--- config.mk ---
export PLATFORM = sky130hd
export DESIGN_NAME = axis_to_ppfifo
export DESIGN_NICKNAME = d
export VERILOG_FILES = /design/src/pcie_user_pkg.sv /design/src/axis_to_ppfifo.sv
export SDC_FILE = /design/constraint.sdc
export NUM_CORES = 1
export LEC_CHECK = 0
export ABC_AREA = 1
export BUFFER_PORTS_ARGS = -buffer_cell sky130_fd_sc_hd__buf_4
export CORE_MARGIN = 4
export CORE_UTILIZATION = 46
export DETAILED_ROUTE_END_ITERATION = 16
export GPL_TIMING_DRIVEN = 0
export PLACE_DENSITY = 0.79
export SYNTH_ARGS = -nofsm -noshare
export SYNTH_HDL_FRONTEND = slang
export SYNTH_SLANG_ARGS = --single-unit
--- constraint.sdc ---
create_clock -name clk -period 2 [get_ports clk]
set_clock_uncertainty 0.2 [all_clocks]
set_input_delay 0.1 -clock clk [delete_from_list [all_inputs] [get_ports clk]]
set_output_delay 0.1 -clock clk [all_outputs]
set_load 0.01 [all_outputs]
--- src/pcie_user_pkg.sv ---
// ====================
// Shared types and constants for the PCIe user-side packet interface
// Every RTL module that carries words, BAR data or sizes imports this
// ====================
package pcie_user_pkg;

  localparam int SIZE_WIDTH = 24;
  localparam int NUM_BARS   = 6;

  // BAR-hit bits that pick a channel
  localparam int CMD_SELECT  = 0;
  localparam int DATA_SELECT = 1;

  // Config space dword holding BAR 0
  localparam int BAR0_DWADDR = 4;

  typedef logic [31:0] word_t;
  typedef logic [3:0]  keep_t;
  typedef logic [6:0]  bar_hit_t;
  typedef logic [31:0] bar_addr_t;
  typedef bar_addr_t [NUM_BARS-1:0] bar_addrs_t;

  // One bit per ping-pong buffer
  typedef logic [1:0] ppfifo_sel_t;

endpackage
--- src/axis_to_ppfifo.sv ---
// ====================
// Stream to ping-pong FIFO writer
// Fills free buffers word by word and commits on last or when full
// ====================
module axis_to_ppfifo import pcie_user_pkg::*; (
  input  logic                  clk,
  input  logic                  i_rst,
  input  logic                  i_axi_valid,
  input  word_t                 i_axi_data,
  input  logic                  i_axi_last,
  output logic                  o_axi_ready,
  input  ppfifo_sel_t           i_ppfifo_rdy,
  input  logic [SIZE_WIDTH-1:0] i_ppfifo_size,
  output ppfifo_sel_t           o_ppfifo_act,
  output logic                  o_ppfifo_stb,
  output word_t                 o_ppfifo_data
);

  logic [SIZE_WIDTH-1:0] count;
  logic                  closing;
  logic                  xfer;

  // Closing waits one cycle so the final strobe lands before commit
  assign o_axi_ready = (o_ppfifo_act != '0) && !closing;
  assign xfer        = i_axi_valid && o_axi_ready;

  always_ff @(posedge clk) begin
    if (i_rst) begin
      o_ppfifo_act <= '0;
      o_ppfifo_stb <= 1'b0;
      closing      <= 1'b0;
      count        <= '0;
    end else begin
      o_ppfifo_stb <= 1'b0;
      if (o_ppfifo_act == '0) begin
        count   <= '0;
        closing <= 1'b0;
        if (i_ppfifo_rdy[0]) begin
          o_ppfifo_act <= 2'b01;
        end else if (i_ppfifo_rdy[1]) begin
          o_ppfifo_act <= 2'b10;
        end
      end else if (closing) begin
        o_ppfifo_act <= '0;
      end else if (xfer) begin
        o_ppfifo_stb <= 1'b1;
        count        <= count + 1'b1;
        if (i_axi_last || (count + 1'b1 == i_ppfifo_size)) begin
          closing <= 1'b1;
        end
      end
    end
  end

  always_ff @(posedge clk) begin
    if (xfer) begin
      o_ppfifo_data <= i_axi_data;
    end
  end

endmodule

Yosys cells after proc, flatten, opt, wreduce, memory -nomap -nowiden
Index checks and enable logic that the tools add are counted.
Word-level totals
  input port bits: 62
  output and inout port bits: 36
  register bits: 60
  logic and storage cells: 28
Cells by class
  eq/ne operators: 2
  bitwise gates (word level): 1
  mux-type cells: 8
  reduce and logical (&&, ||, !) cells: 11
  add/subtract/negate cells: 1
Operators with widths (number)
  adder 24 x 1 -> 24 bit (second input constant): 1
  equality test 24 bit: 1
  two-way mux 2 bit: 4
  two-way mux 1 bit: 4
  AND reduction 2 bit: 2
  nonzero test 2 bit: 2
  != test 3 bit (second input constant): 1
  OR reduction 3 bit: 1
  logical AND 1 bit: 2
  logical NOT 2 bit: 1
  OR reduction 2 bit: 1
  logical NOT 1 bit: 1
  logical OR 1 bit: 1
  inverter 1 bit: 1

Longest topological paths before layout
Gate-level depths: netlist of the first run.
  depth after elaboration: 6
  mapped depth: 17
  gate-level depth less buffers: 17

Worst setup path before layout of the first run
OpenSTA, ideal clock, no wires.
  path type: register to register
  start point: register o_ppfifo_act[1]
  end point: register o_ppfifo_data[0] (enable)
  buffers on the path: 1
  clock period less this slack: 2007 ps
  cell stages (with the launch flop): 6
  required time: 1423 ps
  setup time: 377 ps
  arrival time: 1430 ps
  path slack: -7 ps
  cells stage by stage: dfxtp_1 > nor2_1 > nor2_1 > nand2_1 > inv_1 > buf_2
Between the ends
  longest elaborated chain between the ends: 3
RTL lines
  start: declaration: RTL line axis_to_ppfifo.sv:14  | output ppfifo_sel_t o_ppfifo_act,
  start signal: assignment: RTL line axis_to_ppfifo.sv:29  | o_ppfifo_act <= '0;
  start signal: assignment: RTL line axis_to_ppfifo.sv:39  | o_ppfifo_act <= 2'b01;
  start signal: assignment: RTL line axis_to_ppfifo.sv:41  | o_ppfifo_act <= 2'b10;
  nonzero test 2 bit: RTL line axis_to_ppfifo.sv:24  | assign o_axi_ready = (o_ppfifo_act != '0) && !closing;
  logical AND 1 bit: RTL line axis_to_ppfifo.sv:24
  net o_axi_ready: RTL line axis_to_ppfifo.sv:11  | output logic o_axi_ready,
  logical AND 1 bit: RTL line axis_to_ppfifo.sv:25  | assign xfer = i_axi_valid && o_axi_ready;
  net xfer: RTL line axis_to_ppfifo.sv:21  | logic xfer;
  end signal: assignment: RTL line axis_to_ppfifo.sv:57  | o_ppfifo_data <= i_axi_data;
  end: declaration: RTL line axis_to_ppfifo.sv:16  | output word_t o_ppfifo_data
The timed path passes the listed nets, and every way through them passes these cells.
A chain may end at the register's enable or synchronous reset.

Final worst setup path of the first run
  start point: register count[0]
  end point: register closing
Between the ends
  longest elaborated chain between the ends: 6
RTL lines
  start: declaration: RTL line axis_to_ppfifo.sv:19  | logic [SIZE_WIDTH-1:0] count;
  start signal: assignment: RTL line axis_to_ppfifo.sv:47  | count <= count + 1'b1;
  adder 24 x 1 -> 24 bit: RTL line axis_to_ppfifo.sv:48  | if (i_axi_last || (count + 1'b1 == i_ppfifo_size)) begin
  equality test 24 bit: RTL line axis_to_ppfifo.sv:48
  logical OR 1 bit: RTL line axis_to_ppfifo.sv:48
  two-way mux 1 bit: RTL line axis_to_ppfifo.sv:48
  two-way mux 1 bit: RTL line axis_to_ppfifo.sv:45  | end else if (xfer) begin
  two-way mux 1 bit: RTL line axis_to_ppfifo.sv:43  | end else if (closing) begin
  end signal: assignment: RTL line axis_to_ppfifo.sv:31  | closing <= 1'b0;
  end signal: assignment: RTL line axis_to_ppfifo.sv:37  | closing <= 1'b0;
  end signal: assignment: RTL line axis_to_ppfifo.sv:49  | closing <= 1'b1;
  end: declaration: RTL line axis_to_ppfifo.sv:20  | logic closing;
Every way passes these cells.

==> impl_metrics.tcl, run 1 <==
set metrics [dict create \
    status "complete, but fails checks" \
    violations "setup timing" \
    leakage_uw 0.002195 \
    power_switching_uw 725.4 \
    finalHoldViolations 0 \
    dp_cells 589 \
    powerDensity_nw_per_um2 571.4 \
    clkTransAtPathRegs_ns 0.07 \
    first_iter_violations 222 \
    htreeDepth 3 \
    die_x_um 91.38 \
    async_reset_ff_frac 0 \
    r2r_cells 17 \
    synth.ff_latch_count 60 \
    sequentialPowerShare 0.506 \
    synth_top_cell_by_area "edfxtp_1" \
    grt_antenna_before_repair 0 \
    clock_latency_ns 0.34 \
    setup_slack_ns -0.1922 \
    synth_ff_type "edfxtp_1" \
    max_freq_mhz 456.2 \
    clock-sinks 60 \
    clockBufferDepth 2 \
    synth_top_cells_by_area "edfxtp_1 (30%), dfxtp_1 (18%), nand2_1 (14%)" \
    diodes 0 \
    cap_violations 0 \
    synth_commonest_cells "nand2_1 (119), inv_1 (63), nand3_1 (38), nor2_1 (36), edfxtp_1 (32)" \
    post-route-period-util 1.096 \
    grt_use_total 0.2486 \
    crit_start "count[0]$_SDFFE_PP0P_" \
    drive_gt1_frac 0.2990 \
    fin_cells 652 \
    initial_core_util 0.4733 \
    yosysSeqAreaShare 0.4757 \
    wl_per_cell_um 15.85 \
    synth_xor_area_frac 0.04421 \
    syn_avg_cell_area_um2 7.762 \
    worstSetupEndpointType "register" \
    worstHoldPathCells 5 \
    synth_cell_types 29 \
    synth-simple-area-share 0.3052 \
    globalplace.congestion 0.9161 \
    synth_edf_count 32 \
    hp-class "primary input to register" \
    crit_fanout 5 \
    start_kind "register" \
    power_uw 2741 \
    slew_viol_final 0 \
    cp_data_required_time_ns 2.02 \
    numCtsBuffers 9 \
    antenna_left 0 \
    path_class "register to register" \
    vdd_drop_max_mv 0.2873 \
    internal_power_uw 2016 \
    syn_area_um2 3198 \
    grt_pass1_wl_um 16320 \
    grt_max_degree 42 \
    dpl.hpwl_um 6592 \
    portBuffers 97 \
    drc 0 \
    die_y_um 91.38 \
    cts_tree "built" \
    area_delta_synth_final_pct 50.00 \
    routed-via-count 3368 \
    synth_top_area_share 0.3005 \
    p_clk_frac 0.331 \
    synth.most_common_cell "nand2_1" \
    yosys.area_share.adder 0.003912 \
    io_pins 98 \
    grt-ovfl-total 0 \
    syn_inst 412 \
    worstMarginPinSlew_ns 0.5988 \
    dieArea_um2 8350 \
    fin_nets 631 \
    swShare 0.2646 \
    ys_warn_count 0 \
    clockRootBuffer "clkbuf_8" \
    synth_compound_area_frac 0.08842 \
    syn_nets 475 \
    rsz0062_at_grt "yes" \
    relSlewSlack 0.6008 \
    drt-total-wl_um 10340 \
    finalSetupViolCount 5 \
    routed_via_density 5.166 \
    arrival_ns 2.21 \
    muxShareOfSynthArea 0 \
    r2r-start "count[0]$_SDFFE_PP0P_" \
    firstDrtPassIters 5 \
    synth_top_family_by_area "simple AND/OR/NAND/NOR gates" \
    combPwrFrac 0.163 \
    min_from "i_axi_valid" \
    grt_pass1_vias 3261 \
    fin_crit_ns 2.192 \
    rows 30 \
    fp.coreArea_um2 6756 \
]
## metrics by stage
stage,hold WS (ns),setup slack (ns),TNS (ns),area [um^2],utilization
after floorplan,-0.03093,0.01771,0,3201,-
after global placement,0.07819,-0.2739,-0.2739,4029,0.5963
after detailed placement,0.07933,-0.3283,-0.3283,4029,0.5963
after CTS,-0.08804,-0.1722,-0.1722,4707,0.6967
after global routing,0.1920,-0.3675,-1.649,4797,0.7100
final,0.1450,-0.1922,-0.4053,4797,0.7100
## layout make-up
cell class	instances	area, um^2
buffer	6	32.53
clock buffer	9	123.9
clock inverter	6	32.53
fill	504	1959
inverter	64	240.2
multi-input combinational	282	1540
sequential	60	1540
tap	80	100.1
timing repair buffer	145	1187
## power by group through the flow
stage / logic (uW) / registers, uW / clock network [uW]
2_1_floorplan: 140 / 1420 / 0
3_3_place_gp: 348 / 1410 / 0
3_5_place_dp: 357 / 1410 / 0
4_1_cts: 424 / 1380 / 916
5_1_grt: 483 / 1390 / 999
6_report: 447 / 1390 / 907
## final timing paths
kind,endpoint,slack (ns)
max,closing$_SDFF_PP0_,-0.19
min,count[1]$_SDFFE_PP0P_,0.15
max reg2reg,closing$_SDFF_PP0_,-0.19
min reg2reg,closing$_SDFF_PP0_,0.35
## placed cells by master, fill, tap and decap left out, types with 2 or more instances in the layout
cell type and n:
nand2_1 113, buf_4 106, inv_1 63, dlygate4sd3_1 38, nand3_1 35, edfxtp_1 32, nor2_1 29, a21oi_1 19
dfxtp_1 17, o21ai_0 16, nor2_4 12, xor2_1 9, clkbuf_8 9, dfxtp_2 9, nand2_2 8, o211ai_1 7
nand3b_1 6, nor2_2 5, nand2_4 3, nand3_2 3, nand4_1 3, buf_6 2, clkbuf_1 2, clkbuf_2 2
o21bai_4 2, o21ai_1 2, xnor2_1 2, xnor3_1 2, clkinvlp_4 2, clkinv_2 2, clkinv_1 2, dfxtp_4 2
## timing repair
item                                    in CTS  in global routing
pin swaps                                   12                  8
setup buffers                                7                  3
hold buffers                                37                  1
endpoints found under the setup margin       1                 57
hold endpoints to repair                    40                  1
resized for setup                           26                 25
## flip-flops by register name (all words and copies together) (netlist names)
register,flops
closing,1
count,24
o_ppfifo_act,2
o_ppfifo_data,32
o_ppfifo_stb,1
## cells by family after synthesis
family                   count (synthesis)
AND/OR/NAND/NOR                        219
buffers and inverters                   70
flip-flops                              60
AO/OA/AOI/OAI                           49
XOR/XNOR                                13
adder cells (fa/ha/maj)                  1
## layer usage
metal	global-route usage	wire, um
met1	0.3055	4209
met2	0.4194	4989
met3	0.06794	891
met4	0.08291	247
met5	0	0
## worst max-delay path, stage by stage, from the launching register on
cell	delay, ns
dfxtp_4	0.37
ha_4	0.15
nand2_4	0.05
nor2_4	0.21
nand2_4	0.13
nor2_4	0.14
buf_4	0.12
nand2_1	0.06
nand2_1	0.09
nand3_1	0.07
nand2_1	0.06
nor2_1	0.04
nand2_1	0.07
nor2_2	0.04
nand2_1	0.07
nand2_1	0.06
nand2_1	0.08
a21oi_2	0.06
(Power assumes the default switching activity.)
==> run 2, diff against run 1 <==
--- a/config.mk
+++ b/config.mk
@@ -7,7 +7,7 @@
 export LEC_CHECK = 0
 export ABC_AREA = 1
 export BUFFER_PORTS_ARGS = -buffer_cell sky130_fd_sc_hd__buf_4
-export CORE_MARGIN = 4
+export CORE_MARGIN = 8
 export CORE_UTILIZATION = 46
 export DETAILED_ROUTE_END_ITERATION = 16
 export GPL_TIMING_DRIVEN = 0
==> impl_metrics.tcl, run 2 (synthesis gave the netlist of run 1 again) <==
set metrics [dict create \
    status "complete, but fails checks" \
    clock-sinks 60 \
    htreeDepth 3 \
    p_clk_frac 0.372 \
    worstMarginPinSlew_ns 0.5598 \
    grt_max_degree 42 \
    fin_nets 633 \
    clockRootBuffer "clkbuf_8" \
    area_delta_synth_final_pct 52.90 \
    cts_tree "built" \
    die_y_um 99.38 \
    design_area_um2 4890 \
    antenna_left 0 \
    hp-class "primary input to register" \
    start_kind "register" \
    sequentialPowerShare 0.473 \
    final_common_cell "nand2_1" \
    slew_viol_final 0 \
    met3_usage 0.07402 \
    crit_fanout 3 \
    met2_usage 0.3657 \
    largest_register "o_ppfifo_data" \
    place_area_um2 4029 \
    leakage_uw 0.002258 \
    internal_power_uw 2163 \
    finalSetupTns_ns -0.1531 \
    largest_reg_flops 32 \
    rsz0062_at_grt "yes" \
    portBuffers 97 \
    drc 0 \
    finalSetupViolCount 1 \
    setup_slack_ns -0.1531 \
    rows 30 \
    powerDensity_nw_per_um2 599.5 \
    fin_crit_ns 2.153 \
    dpl.hpwl_um 6894 \
    arrival_ns 2.23 \
    power_switching_uw 768.7 \
    firstDrtPassIters 6 \
    grt_antenna_before_repair 0 \
    routed-via-count 3452 \
    top_regs "o_ppfifo_data: 32 flops, count: 24 flops, o_ppfifo_act: 2 flops" \
    worstSetupEndpointType "register" \
    violations "setup timing" \
    combPwrFrac 0.156 \
    swShare 0.2622 \
    grt_pass1_vias 3431 \
    drive_gt1_frac 0.3287 \
    cap_violations 0 \
    mostFrequentLayoutCells "nand2_1 (108), buf_4 (107), inv_1 (62)" \
    vdd_drop_max_mv 0.3929 \
    first_iter_violations 224 \
    fin_util 0.7237 \
    fin_cells 655 \
    diodes 0 \
    dieArea_um2 9876 \
    dp_cells 589 \
    path_class "register to register" \
    clkTransAtPathRegs_ns 0.07 \
    relSlewSlack 0.6268 \
    numCtsBuffers 9 \
    finalHoldViolations 0 \
    grt_use_met1 0.2460 \
    grt-busiest-layer "met2" \
    wl_per_cell_um 16.83 \
    post-route-period-util 1.077 \
    grt_use_total 0.2188 \
    clock_latency_ns 0.35 \
    cp_data_required_time_ns 2.08 \
    routed_via_density 5.270 \
    die_x_um 99.38 \
    initial_core_util 0.4733 \
    globalplace.congestion 0.9112 \
    grt_pass1_wl_um 17030 \
    io_pins 98 \
    grt-ovfl-total 0 \
    n_fill_cell 478 \
    max_freq_mhz 464.4 \
    fp.coreArea_um2 6756 \
    clockBufferDepth 2 \
    drt-total-wl_um 11020 \
]
## run 2: final timing paths
kind / depth (start not counted) / from / end / slack, ns
min: 10 / i_ppfifo_size[23] / closing$_SDFF_PP0_ / 0.13
min reg2reg: 2 / closing$_SDFF_PP0_ / closing$_SDFF_PP0_ / 0.31
max reg2reg: 12 / count[0]$_SDFFE_PP0P_ / closing$_SDFF_PP0_ / -0.15
max: 12 / count[0]$_SDFFE_PP0P_ / closing$_SDFF_PP0_ / -0.15
## run 2: per-stage QoR
step,total power [uW],hold WS [ns],setup slack [ns]
finish,2931,0.1290,-0.1531
CTS,2894,0.1257,-0.1685
global route,3030,0.1709,-0.3104
global placement,1756,0.07829,-0.2697
floorplan,1563,-0.03093,0.01771
detailed placement,1771,0.07962,-0.3190
## run 2: power groups by stage
stage | combinational [uW] | sequential (uW) | clock (uW)
6_report | 456 | 1390 | 1090
5_1_grt | 487 | 1390 | 1150
4_1_cts | 429 | 1380 | 1090
3_5_place_dp | 362 | 1410 | 0
3_3_place_gp | 349 | 1410 | 0
2_1_floorplan | 140 | 1420 | 0
## run 2: cell type report
cell class | count | area, um^2 | share of cell area
Clock inverter | 6 | 65.06 | 0.01331
Clock buffer | 10 | 127.6 | 0.02610
Buffer | 6 | 32.53 | 0.006653
Inverter | 64 | 240.2 | 0.04913
Multi-Input combinational cell | 282 | 1577 | 0.3224
Timing Repair Buffer | 147 | 1207 | 0.2469
Sequential cell | 60 | 1540 | 0.3150
Tap cell | 80 | 100.1 | 0.02047
## run 2: repair_timing
item                       4_1_cts  5_1_grt
cloned                           0        0
resized for setup               26       39
pin swaps                       16       17
setup buffers                    8        7
setup endpoints to repair        1       58
hold endpoints to repair        40        0
hold buffers                    37        0
## run 2: critical path, stage by stage (launching register included)
cell     delay [ns]
dfxtp_4        0.38
ha_4           0.16
nand3_1        0.14
xor2_1         0.28
xor2_1         0.17
nand2_1        0.08
nor2_1         0.15
nand3_1        0.14
nor2_1         0.12
nand2_1        0.06
nand2_1        0.05
nand2_1        0.06
a21oi_2        0.11
## run 2: routing by layer
layer	part of all wire	vias up	wire length, um
li1	-	1638	-
met1	0.41	1606	4502
met2	0.48	184	5265
met3	0.093	24	1027
met4	0.020	0	224
met5	0	-	0
==> run 3, diff against run 2 <==
--- a/config.mk
+++ b/config.mk
@@ -10,6 +10,7 @@
 export CORE_MARGIN = 8
 export CORE_UTILIZATION = 46
 export DETAILED_ROUTE_END_ITERATION = 16
+export GPL_ROUTABILITY_DRIVEN = 0
 export GPL_TIMING_DRIVEN = 0
 export PLACE_DENSITY = 0.79
 export SYNTH_ARGS = -nofsm -noshare
==> constraint.sdc (replaced) <==
create_clock -name clk -period 2 [get_ports clk]
set_clock_uncertainty 0.2 [all_clocks]
set_input_delay 0.1 -clock clk [delete_from_list [all_inputs] [get_ports clk]]
set_output_delay 0.1 -clock clk [all_outputs]
set_load 0.1 [all_outputs]
==> impl_metrics.tcl, run 3 (synthesis gave the netlist of run 1 again) <==
set metrics [dict create \
    min_from "i_axi_valid" \
    p_clk_frac 0.336 \
    grt_max_degree 42 \
    drt-total-wl_um 10500 \
    dp_cells 589 \
    final_common_cell "nand2_1" \
    cap_violations 0 \
    diodes 0 \
    clkTransAtPathRegs_ns 0.07 \
    grt_use_total 0.2115 \
    initial_core_util 0.4733 \
    wl_met2_um 5036 \
    cp_data_required_time_ns 2.07 \
    dpl.hpwl_um 6795 \
    portBuffers 97 \
    maxUsedRoutingLayer "met4" \
    wl_per_cell_um 16.00 \
    crit_start "count[1]$_SDFFE_PP0P_" \
    post-route-period-util 1.144 \
    wl_met1_um 4370 \
    arrival_ns 2.36 \
    grt_antenna_before_repair 0 \
    rows 30 \
    routed_via_density 5.197 \
    rsz0062_at_grt "yes" \
    mostFrequentLayoutCells "nand2_1 (112), buf_4 (107), inv_1 (62)" \
    first_iter_violations 324 \
    place_area_um2 4074 \
    dieArea_um2 9876 \
    numCtsBuffers 9 \
    grt-ovfl-total 0 \
    area_delta_synth_final_pct 53.13 \
    relSlewSlack 0.6490 \
    powerDensity_nw_per_um2 647.1 \
    status "complete, but fails checks" \
    n_fill_cell 490 \
    internal_power_uw 2168 \
    largest_register "o_ppfifo_data" \
    dp_slack_ns -0.3323 \
    fin_crit_ns 2.289 \
    firstDrtPassIters 5 \
    vdd_drop_max_mv 0.3353 \
    die_x_um 99.38 \
    setup_slack_ns -0.2887 \
    wl_met3_um 791 \
    clockRootBuffer "clkbuf_8" \
    max_freq_mhz 436.9 \
    io_pins 98 \
    fin_nets 634 \
    clock_latency_ns 0.34 \
    swShare 0.3158 \
    fin_util 0.7248 \
    largest_reg_flops 32 \
    drc 0 \
    htreeDepth 3 \
    grt_pass1_wl_um 16730 \
    leakage_uw 0.002229 \
    cts_tree "built" \
    power_switching_uw 1001 \
    combPwrFrac 0.226 \
    sequentialPowerShare 0.437 \
    fp.coreArea_um2 6756 \
    r2r-start "count[1]$_SDFFE_PP0P_" \
    grt_pass1_vias 3500 \
    clock-sinks 60 \
    finalHoldViolations 0 \
    violations "setup timing" \
    path_class "register to register" \
    hold_ws_ns 0.1064 \
    rrSetupSlack_ns -0.29 \
    worstMarginPinSlew_ns 0.5265 \
    start_kind "register" \
    antenna_left 0 \
    top_regs "o_ppfifo_data: 32 flops, count: 24 flops, o_ppfifo_act: 2 flops" \
    routed-via-count 3409 \
    crit_fanout 4 \
    hp-class "primary input to register" \
    design_area_um2 4897 \
    slew_viol_final 0 \
    fin_cells 656 \
    clockBufferDepth 2 \
    die_y_um 99.38 \
    drive_gt1_frac 0.3299 \
    worstSetupEndpointType "register" \
    finalSetupViolCount 2 \
]
run 3: timing repair:
action                                 CTS  global route
pin swaps                               17            10
hold buffers                            37             0
endpoints found under the hold margin   40             0
setup endpoints to repair                1            19
gates resized for setup                 31            22
buffers inserted                         9             5
run 3: worst paths after layout:
kind | endpoint | cells past startpoint
setup / recovery | closing$_SDFF_PP0_ | 16
hold / removal | count[5]$_SDFFE_PP0P_ | 6
hold reg to reg | count[6]$_SDFFE_PP0P_ | 2
setup reg to reg | closing$_SDFF_PP0_ | 16
run 3: final cells by class:
type,count,area (um^2),area share
Buffer,6,46.29,0.009453
Clock buffer,11,131.4,0.02683
Clock inverter,5,52.55,0.01073
Inverter,64,240.2,0.04905
Multi-Input combinational cell,282,1559,0.3183
Sequential cell,60,1549,0.3163
Tap cell,80,100.1,0.02044
Timing Repair Buffer,148,1219,0.2489
run 3: power by group through the flow:
stage	sequential, uW	combinational, uW	clock, uW
floorplan	1670	172	0
global placement	1410	622	0
detailed placement	1410	633	0
CTS	1380	704	1070
global route	1390	754	1120
finish	1390	718	1070
run 3: per-stage QoR:
step | total power [uW] | TNS [ns]
4_1_cts | 3151 | -0.3334
6_report | 3169 | -0.3463
3_5_place_dp | 2043 | -0.3323
2_1_floorplan | 1837 | -4.679
3_3_place_gp | 2030 | -0.2864
5_1_grt | 3267 | -0.5307
run 3: metal layers:
| metal | global-route usage | vias to the layer above |
|---|---|---|
| li1 | - | 1647 |
| met1 | 0.2450 | 1571 |
| met2 | 0.3678 | 157 |
| met3 | 0.05447 | 34 |
| met4 | 0.07334 | 0 |
| met5 | 0 | - |
run 3: critical path: stages, from the launching register on:
cell and delay (ns):
dfxtp_4 0.36, ha_4 0.14, nand2_2 0.06, nor2_4 0.20, buf_6 0.14, nand3_2 0.09
nand2_2 0.10, nand3b_1 0.08, nand2_1 0.08, nand3_1 0.08, nor2_1 0.13, nand2_1 0.09
nor2_2 0.12, nand2_1 0.07, nand2_1 0.09, nand2_1 0.07, a21oi_2 0.12
