[src/pcie_user_pkg.sv]
// ====================
// Shared types and constants for the PCIe user-side packet interface
// Every RTL module that carries words, BAR data or sizes imports this
// ====================
package pcie_user_pkg;

  localparam int SIZE_WIDTH = 24;
  localparam int NUM_BARS   = 6;

  // BAR-hit bits that pick a channel
  localparam int CMD_SELECT  = 0;
  localparam int DATA_SELECT = 1;

  // Config space dword holding BAR 0
  localparam int BAR0_DWADDR = 4;

  typedef logic [31:0] word_t;
  typedef logic [3:0]  keep_t;
  typedef logic [6:0]  bar_hit_t;
  typedef logic [31:0] bar_addr_t;
  typedef bar_addr_t [NUM_BARS-1:0] bar_addrs_t;

  // One bit per ping-pong buffer
  typedef logic [1:0] ppfifo_sel_t;

endpackage
[src/ppfifo_to_axis.sv]
// ====================
// Ping-pong FIFO to stream reader
// Each committed buffer goes out as one packet, last on its final word
// ====================
module ppfifo_to_axis import pcie_user_pkg::*; (
  input  logic                  clk,
  input  logic                  i_rst,
  input  logic                  i_ppfifo_rdy,
  input  logic [SIZE_WIDTH-1:0] i_ppfifo_size,
  input  word_t                 i_ppfifo_data,
  output logic                  o_ppfifo_act,
  output logic                  o_ppfifo_stb,
  input  logic                  i_axi_ready,
  output logic                  o_axi_valid,
  output word_t                 o_axi_data,
  output logic                  o_axi_last
);

  logic [SIZE_WIDTH-1:0] count;
  logic                  xfer;

  // FIFO read data falls through, so it stays put until the next strobe
  assign o_axi_valid  = o_ppfifo_act && (count < i_ppfifo_size);
  assign o_axi_data   = i_ppfifo_data;
  assign o_axi_last   = (count + 1'b1 == i_ppfifo_size);
  assign xfer         = o_axi_valid && i_axi_ready;
  assign o_ppfifo_stb = xfer;

  always_ff @(posedge clk) begin
    if (i_rst) begin
      o_ppfifo_act <= 1'b0;
      count        <= '0;
    end else if (!o_ppfifo_act) begin
      count <= '0;
      if (i_ppfifo_rdy) begin
        o_ppfifo_act <= 1'b1;
      end
    end else if (xfer) begin
      count <= count + 1'b1;
      // Release the buffer once its last word is gone
      if (o_axi_last) begin
        o_ppfifo_act <= 1'b0;
      end
    end
  end

endmodule

[config.mk]
export PLATFORM = sky130hd
export DESIGN_NAME = ppfifo_to_axis
export DESIGN_NICKNAME = d
export VERILOG_FILES = /design/src/pcie_user_pkg.sv /design/src/ppfifo_to_axis.sv
export SDC_FILE = /design/constraint.sdc
export NUM_CORES = 1
export LEC_CHECK = 0
export CAP_MARGIN = 10
export CORE_AREA = 2 2 85 87
export CTS_CLUSTER_SIZE = 30
export DETAILED_ROUTE_END_ITERATION = 7
export DIE_AREA = 0 0 87 89
export DONT_BUFFER_PORTS = 1
export PLACE_DENSITY = 0.58
export SETUP_SLACK_MARGIN = 0.02
export SLEW_MARGIN = 20
export SYNTH_ARGS = -nofsm -noshare
export SYNTH_HDL_FRONTEND = slang
export SYNTH_SLANG_ARGS = --single-unit
[constraint.sdc]
create_clock -name clk -period 5.05 [get_ports clk]
set_input_delay 0.505 -clock clk [delete_from_list [all_inputs] [get_ports clk]]
set_output_delay 0.505 -clock clk [all_outputs]
set_load 0.02 [all_outputs]
After elaboration in Yosys (flattened, before gate mapping)
Index checks and enable logic that the tools add are counted.
{ "totals": {"reg_bits": 25, "inputBits": 60, "output_inout_bits": 36, "word_cells": 13} }
{ "classes": {"n_addsub": 1, "n_lt_le_gt_ge": 1, "n_eq_ne": 1, "muxes": 4, "n_bitwise": 1, "reduce_logical": 3} }
{ "op_table": {"columns": ["op", "count"], "rows": [
  ["$add A24 B1 Y24 const B", 1],
  ["$eq A24 B24 Y1", 1],
  ["$lt A24 B24 Y1", 1],
  ["$mux W1", 4],
  ["$logic_and A1 B1 Y1", 2],
  ["$reduce_or A2 Y1", 1],
  ["$not A1 Y1", 1]
]} }

Longest topological paths before layout
Gate-level depths: netlist (run 1).
{ "depth": {"depth_word": 5, "depth_mapped": 11, "depth_no_buf": 11} }

Worst setup path before layout (run 1)
No wires, ideal clock.
{ "synth_timing": {"path_type": "register to output", "start": "reg count[0]", "end": "out o_axi_last", "arrival_ps": 2214, "required_time_ps": 4545, "path_slack_ps": 2331, "path_stages_with_launch": 9, "n_path_buf": 0, "cell_sequence": "dfxtp_1 > ha_1 > nand3_1 > nor4_2 > xnor2_1 > nand2_1 > a211o_1 > a2111oi_2 > and4_4"} }
{ "synth_between": {"elab_chain_len": 2} }
{ "synth_lines": {"columns": ["element", "line_no", "rtl"], "rows": [
  ["start: declaration", "ppfifo_to_axis.sv:19", "logic [SIZE_WIDTH-1:0] count;"],
  ["start signal: assignment", "ppfifo_to_axis.sv:39", "count <= count + 1'b1;"],
  ["$add A24 B1 Y24", "ppfifo_to_axis.sv:25", "assign o_axi_last = (count + 1'b1 == i_ppfifo_size);"],
  ["$eq A24 B24 Y1", "ppfifo_to_axis.sv:25", null],
  ["end: declaration", "ppfifo_to_axis.sv:16", "output logic o_axi_last"]
]} }
No other way between the ends.

Worst setup path after layout (run 1)
Same ends and word-level chain as after synthesis.

==> results.md, run 1 <==
- Status: finished, final reports clean
- Critical path arrival: 2.86 ns
- Rows: 30
- Via density per instance: ~5.6
- CP max stage delay: 0.43 ns
- Clk slew on worst S/H paths: 0.10 ns
- Period utilisation layout: 0.667
- Design area: between 2000 and 3000 µm²
- Slew margin rel.: 0.393
- Gpl congestion: about 0.83
- Die area: 7740 µm²
- Total chip power: 0.000381 W
- NetSw: 0.000105 W
- Internal power: 0.000276 W
- Worst setup EP type: primary output
- Worst Hold Class: primary input to register
- Gr usage total: 0.165
- Post-DP HPWL: approximately 4.9 mm
- Clock sinks: 25
- Avg Cell Area, Syn: 7.83 µm²
- Cell Area, Placed: 2470 µm²
- Root buf cell: clkbuf_8
- Post-synthesis sequential area ratio: 0.189
- Sw Ratio: 0.276
- Peak VDD IR: 0.0903 mV
- Area growth, synth to finish: -4.96%
- Placeable Area: 6720 µm²
- CP Cell Sequence: ha_1 -> nand3_1 -> nor4_2 -> xnor2_1 -> nand2_1 -> a211o_1 -> a2111oi_2 -> and4_4
- Worst slew pin tran: 0.911 ns
- Cell Area, Synth: 2650 µm²
- Gate Count Post-Synth: 338
- Detailed Routing Iterations Pass 1: 4
- Nets: 387
- Pwr per Cell Area: between 150 and 200 nW/µm²
- Share of cells above drive strength 1: 0.0598
- Clock Path Buffers: 2
- RSZ-0062 raised after global routing: no
- Unique masters post-synth: 53
- Die span in y: 89 µm
- H-tree levels: 1
- IO Pins: 96
- Vias: 2149
- Register area: 500 µm²
- Yosys top cell by area: dfxtp_1
- Inserted Diodes: 0
- Total negative slack: 0 ns
- Post-Route WL: about 6 mm
- Port Buf Inserts: 0
- Maximum Capacitance Violations: 0
- Initial antenna violation count: 0
- Die W: 87 µm
- Area of the multi-input gates: 1750 µm²
- Combinational fraction of design power: 0.127
- Iter 0 DRT Violations: 119
- CTS tree: yes
- Commonest cells post-synth: 34 x buf_4, 27 x inv_1, 25 x a21oi_1, 25 x dfxtp_1, 25 x ha_1
- Post-synth top area share: 0.189
- Crit-path leading delay family: simple AND/OR/NAND/NOR gates
- Worst Slack Setup Final: 1.68 ns
- Crit path buffers/inverters: 0
- Synth Warn #: 0
- First-pass GRT wire length: 10.2 mm
- Most numerous cell in the Yosys netlist: buf_4
- CTS Buf Count: 3
- Top cells by area, synth: dfxtp_1 19%, ha_1 12%, buf_4 9.6%
- EDFF count, synth: 0
- Congestion Overflow GR: 0
- FILL cells: 687
- Clk Latency, worst-skew pair: 0.28 ns
- WP data required: 4.55 ns
- Critical path fanouts, max: 5
- Cts hold-fix bufs: 0
- ANT nets after route: 0
- Largest net degree at the start of global routing: 23
- Post-CTS Setup Repair Bufs: 0
- Seq cells post-synth: 25
- Startpoint types: register
- Vias in the first global route: around 2100
- Drc violations: 0
- Post-route minimum period: 3.37 ns
- PostCTS Resize Cnt: 0
- Final Hold Vio Count: 0
- Routed WL per cell: 15.7 µm
- Seq pwr share: 0.523
- LEAKAGE: 0.961 nW
- WS Path Type: register to primary output
- Part of the power in the clock network: 0.350
- Worst path slowest cell: nor4_2
- Worst Clk Skew: 0.00399 ns
- Syn nets: 423
- Starting Density: 0.394
- Pre-CTS setup slack: 1.76 ns
- Endpoints failing setup: 0
- Synth Flop Type: dfxtp_1
- Asr flop ratio synth: 0
- Max Freq: 297 MHz
- Fin. max-slew vios: 0
-- worst paths after layout --
kind	startpoint	endpoint	slack, ns	depth (start not counted)
setup / recovery	count[0]$_SDFFE_PP0P_	o_axi_last	1.68	8
setup reg to reg	count[17]$_SDFFE_PP0P_	count[20]$_SDFFE_PP0P_	1.88	10
hold reg to reg	count[1]$_SDFFE_PP0P_	count[1]$_SDFFE_PP0P_	0.52	2
hold / removal	i_rst	o_ppfifo_act$_SDFF_PP0_	0.27	1
-- metrics by stage --
stage	cells	hold WS, ns	utilization
floorplan	338	0.478	-
CTS	381	0.267	0.374
global route	381	0.264	0.374
finish	381	0.268	0.374
detailed placement	377	0.512	0.367
global placement	377	0.500	0.367
-- registers in the layout, summed over array words and instances, names as in the netlist --
signal	cells
count	24
o_ppfifo_act	1
-- per-layer routing --
| layer | vias to the layer above | share of wire | global-route usage |
|---|---|---|---|
| met2 | 45 | 0.45 | 0.275 |
| met3 | 13 | 0.053 | 0.0259 |
| met4 | 0 | 0.024 | 0.0696 |
| met1 | 990 | 0.47 | 0.211 |
| met5 | - | 0 | 0 |
| li1 | 1101 | - | - |
-- cell type report --
type | count | area share
Tap cell | 80 | 0.0398
Clock inverter | 1 | 0.00348
Timing Repair Buffer | 1 | 0.00298
Sequential cell | 25 | 0.199
Multi-Input combinational cell | 243 | 0.697
Clock buffer | 3 | 0.0164
Inverter | 28 | 0.0418
-- power by group through the flow --
stage                     logic [W]  registers [W]  clock network (W)
after floorplan           0.0000761       0.000204                  0
after global placement    0.0000482       0.000204                  0
after detailed placement  0.0000482       0.000204                  0
after CTS                 0.0000488       0.000200           0.000136
after global routing      0.0000558       0.000200           0.000142
final                     0.0000483       0.000200           0.000133
-- worst reg2reg max path: stages, from the launching register on --
cell	delay [ns]
dfxtp_1	0.47
ha_1	0.30
a21o_1	0.16
a21o_1	0.17
a21oi_1	0.16
o2111a_1	0.23
and2_1	0.19
nand3_1	0.39
buf_4	0.37
or4_1	0.52
a21oi_1	0.15
-- cells in the final DEF (no fill, tap or decap), drive strengths merged, types with 2 or more instances in the layout --
| cell | Yosys | layout |
|---|---|---|
| inv | 27 | 28 |
| a21oi | 26 | 26 |
| ha | 25 | 25 |
| dfxtp | 25 | 25 |
| xnor2 | 24 | 24 |
| o21ai | 21 | 21 |
| nand2 | 17 | 17 |
| or3 | 16 | 16 |
| nand4 | 15 | 15 |
| xor2 | 14 | 14 |
| nor2 | 11 | 11 |
| nand3 | 9 | 9 |
| a21o | 6 | 6 |
| nor3 | 6 | 6 |
| or4 | 6 | 6 |
| o31ai | 5 | 5 |
| nor2b | 4 | 4 |
| o21a | 4 | 4 |
| and3 | 4 | 4 |
| and2 | 3 | 3 |
| clkbuf | 6 | 3 |
| nor4 | 3 | 3 |
| and4 | 3 | 3 |
| mux2i | 2 | 2 |
| or2 | 2 | 2 |
| a211oi | 2 | 2 |
| a2111oi | 2 | 2 |
-- cell families (layout without fill, tap and decap cells) --
| kind of cell | Yosys count | after routing | share of synthesized area |
|---|---|---|---|
| simple gates | 103 | 103 | 0.229 |
| compound gates | 75 | 75 | 0.181 |
| buf+inv | 70 | 33 | 0.149 |
| xor+xnor | 38 | 38 | 0.126 |
| fa+ha+maj | 25 | 25 | 0.118 |
| flops | 25 | 25 | 0.189 |
| mux | 2 | 2 | 0.00756 |
No activity file was read; power rests on OpenSTA's default activity.
==> run 2: changes to the inputs <==
- ABC_AREA: unset -> 1
- CORE_AREA: 2 2 85 87 -> 2 2 91 93
- DIE_AREA: 0 0 87 89 -> 0 0 93 95
- clock period: 5.05 -> 3.3 ns (I/O delays scaled with it)
==> run 2 against run 1 <==
  * Non-clock buffer count up 1
  * Critical path type unchanged
  * First-iteration DRC count rose by 17%
  * Global-route usage increased by 2.1 points
  * Combinational power rose by 140%
  * Clock-buffer cell count rose by 1
  * Critical path depth up 4
  * Final cell count increased by 53%
  * Largest power group unchanged
  * Hold slack worse by 0.087 ns
  * Wire length is 33% higher
  * Total power grew 68%
==> results.md, run 2 <==
- Top cells by area, synth: nand2_1 18%, dfxtp_1 16%, ha_1 10%
- Synth Flop Type: dfxtp_1
- Total chip power: 0.000642 W
- NetSw: 0.000204 W
- Worst slew pin tran: 0.575 ns
- Commonest non-fill, non-tap cell in the layout: nand2_1
- Share of cells above drive strength 1: 0.0797
- Cts hold-fix bufs: 0
- Clock sinks: 25
- Via density per instance: around 4.9
- Cell Area, Synth: approximately 3000 µm²
- Critical path fanouts, max: 9
- CTS tree: yes
- Sw Ratio: 0.318
- Nets: 563
- Yosys top cell by area: nand2_1
- Most frequent cells in the layout: 149 x nand2_1, 69 x inv_1, 54 x nor2_1
- Worst Hold Class: primary input to register
- Period utilisation layout: 0.847
- Maximum Capacitance Violations: 0
- Asr flop ratio synth: 0
- CTS Buf Count: 3
- CP Cell Sequence: ha_1 -> nand2_2 -> nor2_8 -> nand2_4 -> o21ai_1 -> nand2_1 -> nand2_1 -> nand3_1 -> nor2_1 -> nand2_1 -> nor2_2 -> and2_1
- WS Path Type: register to primary output
- Worst path slowest cell: dfxtp_1
- Iter 0 DRT Violations: around 140
- Post-Route WL: 7.99 mm
- Placeable Area: 7930 µm²
- Vias: 2840
- Area growth, synth to finish: -2.67%
- Commonest cells post-synth: 149 x nand2_1, 69 x inv_1, 54 x nor2_1
- Clk Latency, worst-skew pair: 0.28 ns
- Routed WL per cell: about 14 µm
- Largest net degree at the start of global routing: 26
- ANT nets after route: 0
- IO Pins: between 90 and 100
- Port Buf Inserts: 0
- Seq pwr share: 0.497
- Post-DP HPWL: 6.27 mm
- Total negative slack: 0 ns
- Fin. max-slew vios: 0
- First-pass GRT wire length: 13.1 mm
- WP data required: 2.97 ns
- Unique masters post-synth: 33
- Inserted Diodes: 0
- Peak VDD IR: 0.139 mV
- Internal power: around 0.00044 W
- Drc violations: 0
- PostCTS Resize Cnt: 0
- Gate Count Post-Synth: a little over 500
- Root buf cell: clkbuf_8
- LEAKAGE: 1.43 nW
- Initial antenna violation count: 0
- Die W: 93 µm
- Pre-CTS setup slack: around 0.83 ns
- Util after Layout: 0.373
- Worst Clk Skew: 0.00787 ns
- Most used cell, CP: nand2_1
- Largest register FFs: 24
- Avg Cell Area, Syn: 5.96 µm²
- Die area: 8840 µm²
- Post-CTS Setup Repair Bufs: 0
- Most numerous cell in the Yosys netlist: nand2_1
- Largest register by flop count: count
- Slew margin rel.: 0.615
- Startpoint types: register
- Gr usage total: 0.186
- Synth Warn #: 0
- Starting Density: 0.384
- Final Hold Vio Count: 0
- Pwr per Cell Area: 217 nW/µm²
- EDFF count, synth: 0
- Worst setup EP type: primary output
- Max Freq: ~360 MHz
- Seq cells post-synth: 25
- Status: finished, final reports clean
- Part of the power in the clock network: 0.320
- Post-synthesis sequential area ratio: 0.165
- Endpoints failing setup: 0
- RSZ-0062 raised after global routing: no
- Detailed Routing Iterations Pass 1: 4
- Post-route minimum period: 2.80 ns
- Congestion Overflow GR: 0
- Clock Path Buffers: 2
- Worst Slack Setup Final: 0.504 ns
- Rows: 33
- Critical path arrival: 2.47 ns
- H-tree levels: 1
- Clk slew on worst S/H paths: 0.11 ns
- Post-synth top area share: 0.184
- FILL cells: between 900 and 1000
- Syn nets: just under 600
- CP max stage delay: between 0.4 and 0.5 ns
- Biggest regs: count (24), o_ppfifo_act (1)
- Combinational fraction of design power: 0.182
- Gpl congestion: 0.860
- Vias in the first global route: 2805
- Die span in y: 95 µm
run 2: changes by cell type after synthesis, sizes merged, moves of 6 or more:
cell,delta
a21o,-6
inv,+44
nand2,+143
nand3,+44
nand4,-9
nor2,+59
or3,-16
or4,-6
xnor2,-24
xor2,-10
run 2: cells by family (layout without fill, tap and decap cells):
group | after synthesis | in the layout | share of synthesized area
buffers and inverters | 111 | 78 | 0.179
XOR/XNOR | 6 | 6 | 0.0263
AND/OR/NAND/NOR | 293 | 293 | 0.439
flip-flops | 25 | 25 | 0.165
AO/OA/AOI/OAI | 50 | 50 | 0.0889
adder cells (fa/ha/maj) | 25 | 25 | 0.103
run 2: metal layers:
layer | track usage | share of wire | vias to the layer above | routed length, µm
met3 | 0.0287 | 0.058 | 27 | 461
met4 | 0.0613 | 0.015 | 0 | 118
met2 | 0.307 | 0.44 | 60 | 3550
met5 | 0 | 0 | - | 0
li1 | - | - | 1512 | -
met1 | 0.249 | 0.48 | 1241 | 3860
run 2: metrics by stage:
step | instance area, µm² | hold WS (ns) | std cells
2_1_floorplan | 3040 | 0.458 | 510
3_3_place_gp | 2920 | 0.482 | 578
3_5_place_dp | 2920 | 0.487 | 578
4_1_cts | 2960 | 0.174 | 582
5_1_grt | 2960 | 0.185 | 582
6_report | 2960 | 0.181 | 582
run 2: power groups by stage:
stage | logic [W] | registers, W | clock network (W)
after global placement | 0.000116 | 0.000326 | 0
after global routing | 0.000136 | 0.000321 | 0.000223
after CTS | 0.000118 | 0.000319 | 0.000216
final | 0.000117 | 0.000319 | 0.000206
after detailed placement | 0.000117 | 0.000326 | 0
after floorplan | 0.000149 | 0.000323 | 0
run 2: path summary, 6_finish.rpt:
path	from	cells past startpoint	to	slack, ns
setup / recovery	count[1]$_SDFFE_PP0P_	12	o_axi_last	0.50
hold reg to reg	count[23]$_SDFFE_PP0P_	2	count[23]$_SDFFE_PP0P_	0.51
hold / removal	i_rst	3	o_ppfifo_act$_SDFF_PP0_	0.18
setup reg to reg	count[17]$_SDFFE_PP0P_	10	count[13]$_SDFFE_PP0P_	0.88
run 2: area by class of cell:
type / count / area, µm² / area share
repair buffers: 2 / 15.0 / 0.00507
inverters: 72 / 270 / 0.0913
flip-flops and latches: 25 / 500 / 0.169
multi-input cells: 374 / 2000 / 0.675
well taps: 105 / 131 / 0.0444
clock buffers: 4 / 45.0 / 0.0152
run 2: worst max-delay path: cells and delay by family, from the launching register on:
kind,cells,cell delay (ns)
flip-flops,1,0.43
AND/OR/NAND/NOR,10,1.29
AO/OA/AOI/OAI,1,0.20
adder cells (fa/ha/maj),1,0.25
==> run 3: changes to the inputs <==
- ABC_AREA: 1 -> 0
- CORE_AREA: 2 2 91 93 -> 2 2 85 87
- DIE_AREA: 0 0 93 95 -> 0 0 87 89
- PLACE_DENSITY: 0.58 -> 0.6
- clock period: 3.3 -> 2.4 ns (I/O delays scaled with it)
==> run 3 against run 2 <==
  * The flow now finishes with violations (setup timing)
  * Critical path depth shrank 4
  * Sequential share of layout area shrank 1.9 points
  * First-iteration DRC count grew 6.5%
  * Flip-flop and latch count is the same
  * Hold slack lost 0.036 ns
  * Clock skew shrank 0.0046 ns
  * Die area shrank 12%
  * Clock-buffer cell count is the same
  * Clock power grew 35%
==> results.md, run 3 (synthesis results as in run 1) <==
- Worst setup EP type: primary output
- Routed WL per cell: 17.2 µm
- Inserted Diodes: 0
- Vias: roughly 2600
- WP data required: 2.16 ns
- Post-Route WL: between 7 and 8 mm
- Slew margin rel.: 0.586
- Clk Latency, worst-skew pair: between 0.2 and 0.3 ns
- Iter 0 DRT Violations: 148
- Die W: 87 µm
- Root buf cell: clkbuf_8
- Share of cells above drive strength 1: 0.383
- Period utilisation layout: 1.17
- Fin cells: 459
- Rows: 30
- Most frequent cells in the layout: 59 x buf_4, 27 x inv_1, 22 x xnor2_1, 22 x ha_1, 17 x nand2_1
- Cell Area, Placed: 2930 µm²
- Sw Ratio: 0.285
- Biggest regs: count (24), o_ppfifo_act (1)
- WS Path Type: register to primary output
- Clock sinks: 25
- Placed cell count: 437
- First-pass GRT wire length: 12.4 mm
- Crit path buffers/inverters: 1
- CTS tree: yes
- Gpl congestion: a little under 0.9
- Critical path fanouts, max: 6
- Commonest non-fill, non-tap cell in the layout: buf_4
- Largest register by flop count: count
- Design area: approximately 3500 µm²
- Fin. max-slew vios: 0
- Seq pwr share: 0.479
- IO Pins: 96
- Crit-path leading delay family: compound AO/OA/AOI/OAI gates
- Port Buf Inserts: 0
- CP max stage delay: 0.37 ns
- Part of the power in the clock network: 0.322
- RSZ-0062 raised after global routing: yes
- Vias in the first global route: 2577
- Area growth, synth to finish: 31.9%
- LEAKAGE: 1.45 nW
- Largest net degree at the start of global routing: 14
- Internal power: 0.000617 W
- Worst slew pin tran: 0.621 ns
- Util after Layout: 0.520
- Max Freq: 355 MHz
- Congestion Overflow GR: 0
- Starting Density: 0.394
- Post-route minimum period: 2.82 ns
- Final Hold Vio Count: 0
- Via density per instance: 5.68
- Clk slew on worst S/H paths: about 0.10 ns
- Placeable Area: ~6700 µm²
- H-tree levels: 1
- Peak VDD IR: 0.193 mV
- Worst Slack Setup Final: -0.418 ns
- Failing checks: setup timing
- Combinational fraction of design power: 0.199
- CTS Buf Count: 3
- NetSw: 0.000246 W
- CP Cell Sequence: buf_4 -> xnor2_1 -> xor2_1 -> nor3_1 -> a31oi_1 -> a211o_1 -> a2111oi_4 -> and4_4
- Endpoints failing setup: 25
- Maximum Capacitance Violations: 0
- Largest register FFs: 24
- Drc violations: 0
- Worst Clk Skew: 0.00324 ns
- Worst path slowest cell: a2111oi_4
- Startpoint types: register
- ANT nets after route: 0
- Pwr per Cell Area: 247 nW/µm²
- Die area: around 7700 µm²
- Gr usage total: 0.204
- Nets: 465
- Post-DP HPWL: 5.52 mm
- Critical path arrival: 2.58 ns
- Die span in y: 89 µm
- Worst Hold Class: primary input to register
- Initial antenna violation count: 0
- Status: finished, violations left
- Clock Path Buffers: 2
- Detailed Routing Iterations Pass 1: 5
[run 3: cell count changes in the layout (fill, tap and decap cells not counted), sizes merged, moves of 4 or more]
| cell | previous run | this run |
|---|---|---|
| or4 | 0 | 6 |
| xnor2 | 0 | 24 |
| buf | 2 | 78 |
| nor2b | 0 | 4 |
| nor2 | 70 | 11 |
| nor3 | 2 | 6 |
| or3 | 0 | 16 |
| nand4 | 6 | 15 |
| nand2 | 160 | 17 |
| xor2 | 4 | 14 |
| a21o | 0 | 6 |
| inv | 71 | 28 |
| o31ai | 0 | 5 |
| nand3 | 53 | 9 |
[run 3: power by group through the flow]
stage	logic [W]	registers, W	clock network, W
after global routing	0.000187	0.000414	0.000301
after global placement	0.000115	0.000427	0
after detailed placement	0.000116	0.000427	0
after floorplan	0.000160	0.000429	0
final	0.000172	0.000414	0.000278
after CTS	0.000149	0.000414	0.000277
[run 3: final timing paths]
| kind | depth (start not counted) | endpoint | from | slack, ns |
|---|---|---|---|---|
| worst min register to register | 2 | count[1]$_SDFFE_PP0P_ | count[1]$_SDFFE_PP0P_ | 0.53 |
| worst max-delay path | 8 | o_axi_last | count[16]$_SDFFE_PP0P_ | -0.42 |
| worst max register to register | 11 | count[20]$_SDFFE_PP0P_ | count[1]$_SDFFE_PP0P_ | -0.25 |
| worst min-delay path | 2 | count[11]$_SDFFE_PP0P_ | i_rst | 0.15 |
[run 3: cell type report]
| class | instances | area (µm²) |
|---|---|---|
| flip-flops and latches | 25 | 523 |
| well taps | 80 | 100 |
| inverters | 28 | 113 |
| repair buffers | 79 | 691 |
| fillers | 605 | 3230 |
| multi-input cells | 243 | 2020 |
| clock buffers | 4 | 45.0 |
[run 3: per-stage QoR]
stage / setup slack (ns) / total power [W] / hold WS (ns) / TNS [ns]
after floorplan: 0.0481 / 0.000589 / 0.305 / 0
final: -0.418 / 0.000863 / 0.145 / -4.33
after detailed placement: -0.233 / 0.000543 / 0.307 / -1.53
after CTS: -0.264 / 0.000841 / 0.00674 / -3.74
after global placement: -0.159 / 0.000542 / 0.307 / -1.20
after global routing: -0.432 / 0.000902 / 0.149 / -6.76
[run 3: worst register-to-register path, cell delays in order, from the launching register on]
cell,delay (ns)
dfxtp_4,0.38
buf_6,0.12
ha_4,0.20
nor2b_4,0.12
o21a_1,0.18
o21ai_2,0.16
a21oi_2,0.10
o311ai_4,0.32
nand3_2,0.19
buf_6,0.19
or4_4,0.48
a21oi_2,0.15
[run 3: metal layers]
metal,vias up,share of wire,track usage
met5,-,0,0
met4,0,0.031,0.0739
met3,22,0.063,0.0342
met2,89,0.48,0.350
met1,1235,0.42,0.256
li1,1263,-,-
[run 3: what timing repair did]
item | 4_1_cts | 5_1_grt
gates cloned | 2 | 0
pin swaps | 41 | 23
endpoints found under the hold margin | 0 | 1
hold buffers | 0 | 1
setup endpoints to repair | 24 | 28
gates resized for setup | 59 | 42
buffers inserted | 11 | 8
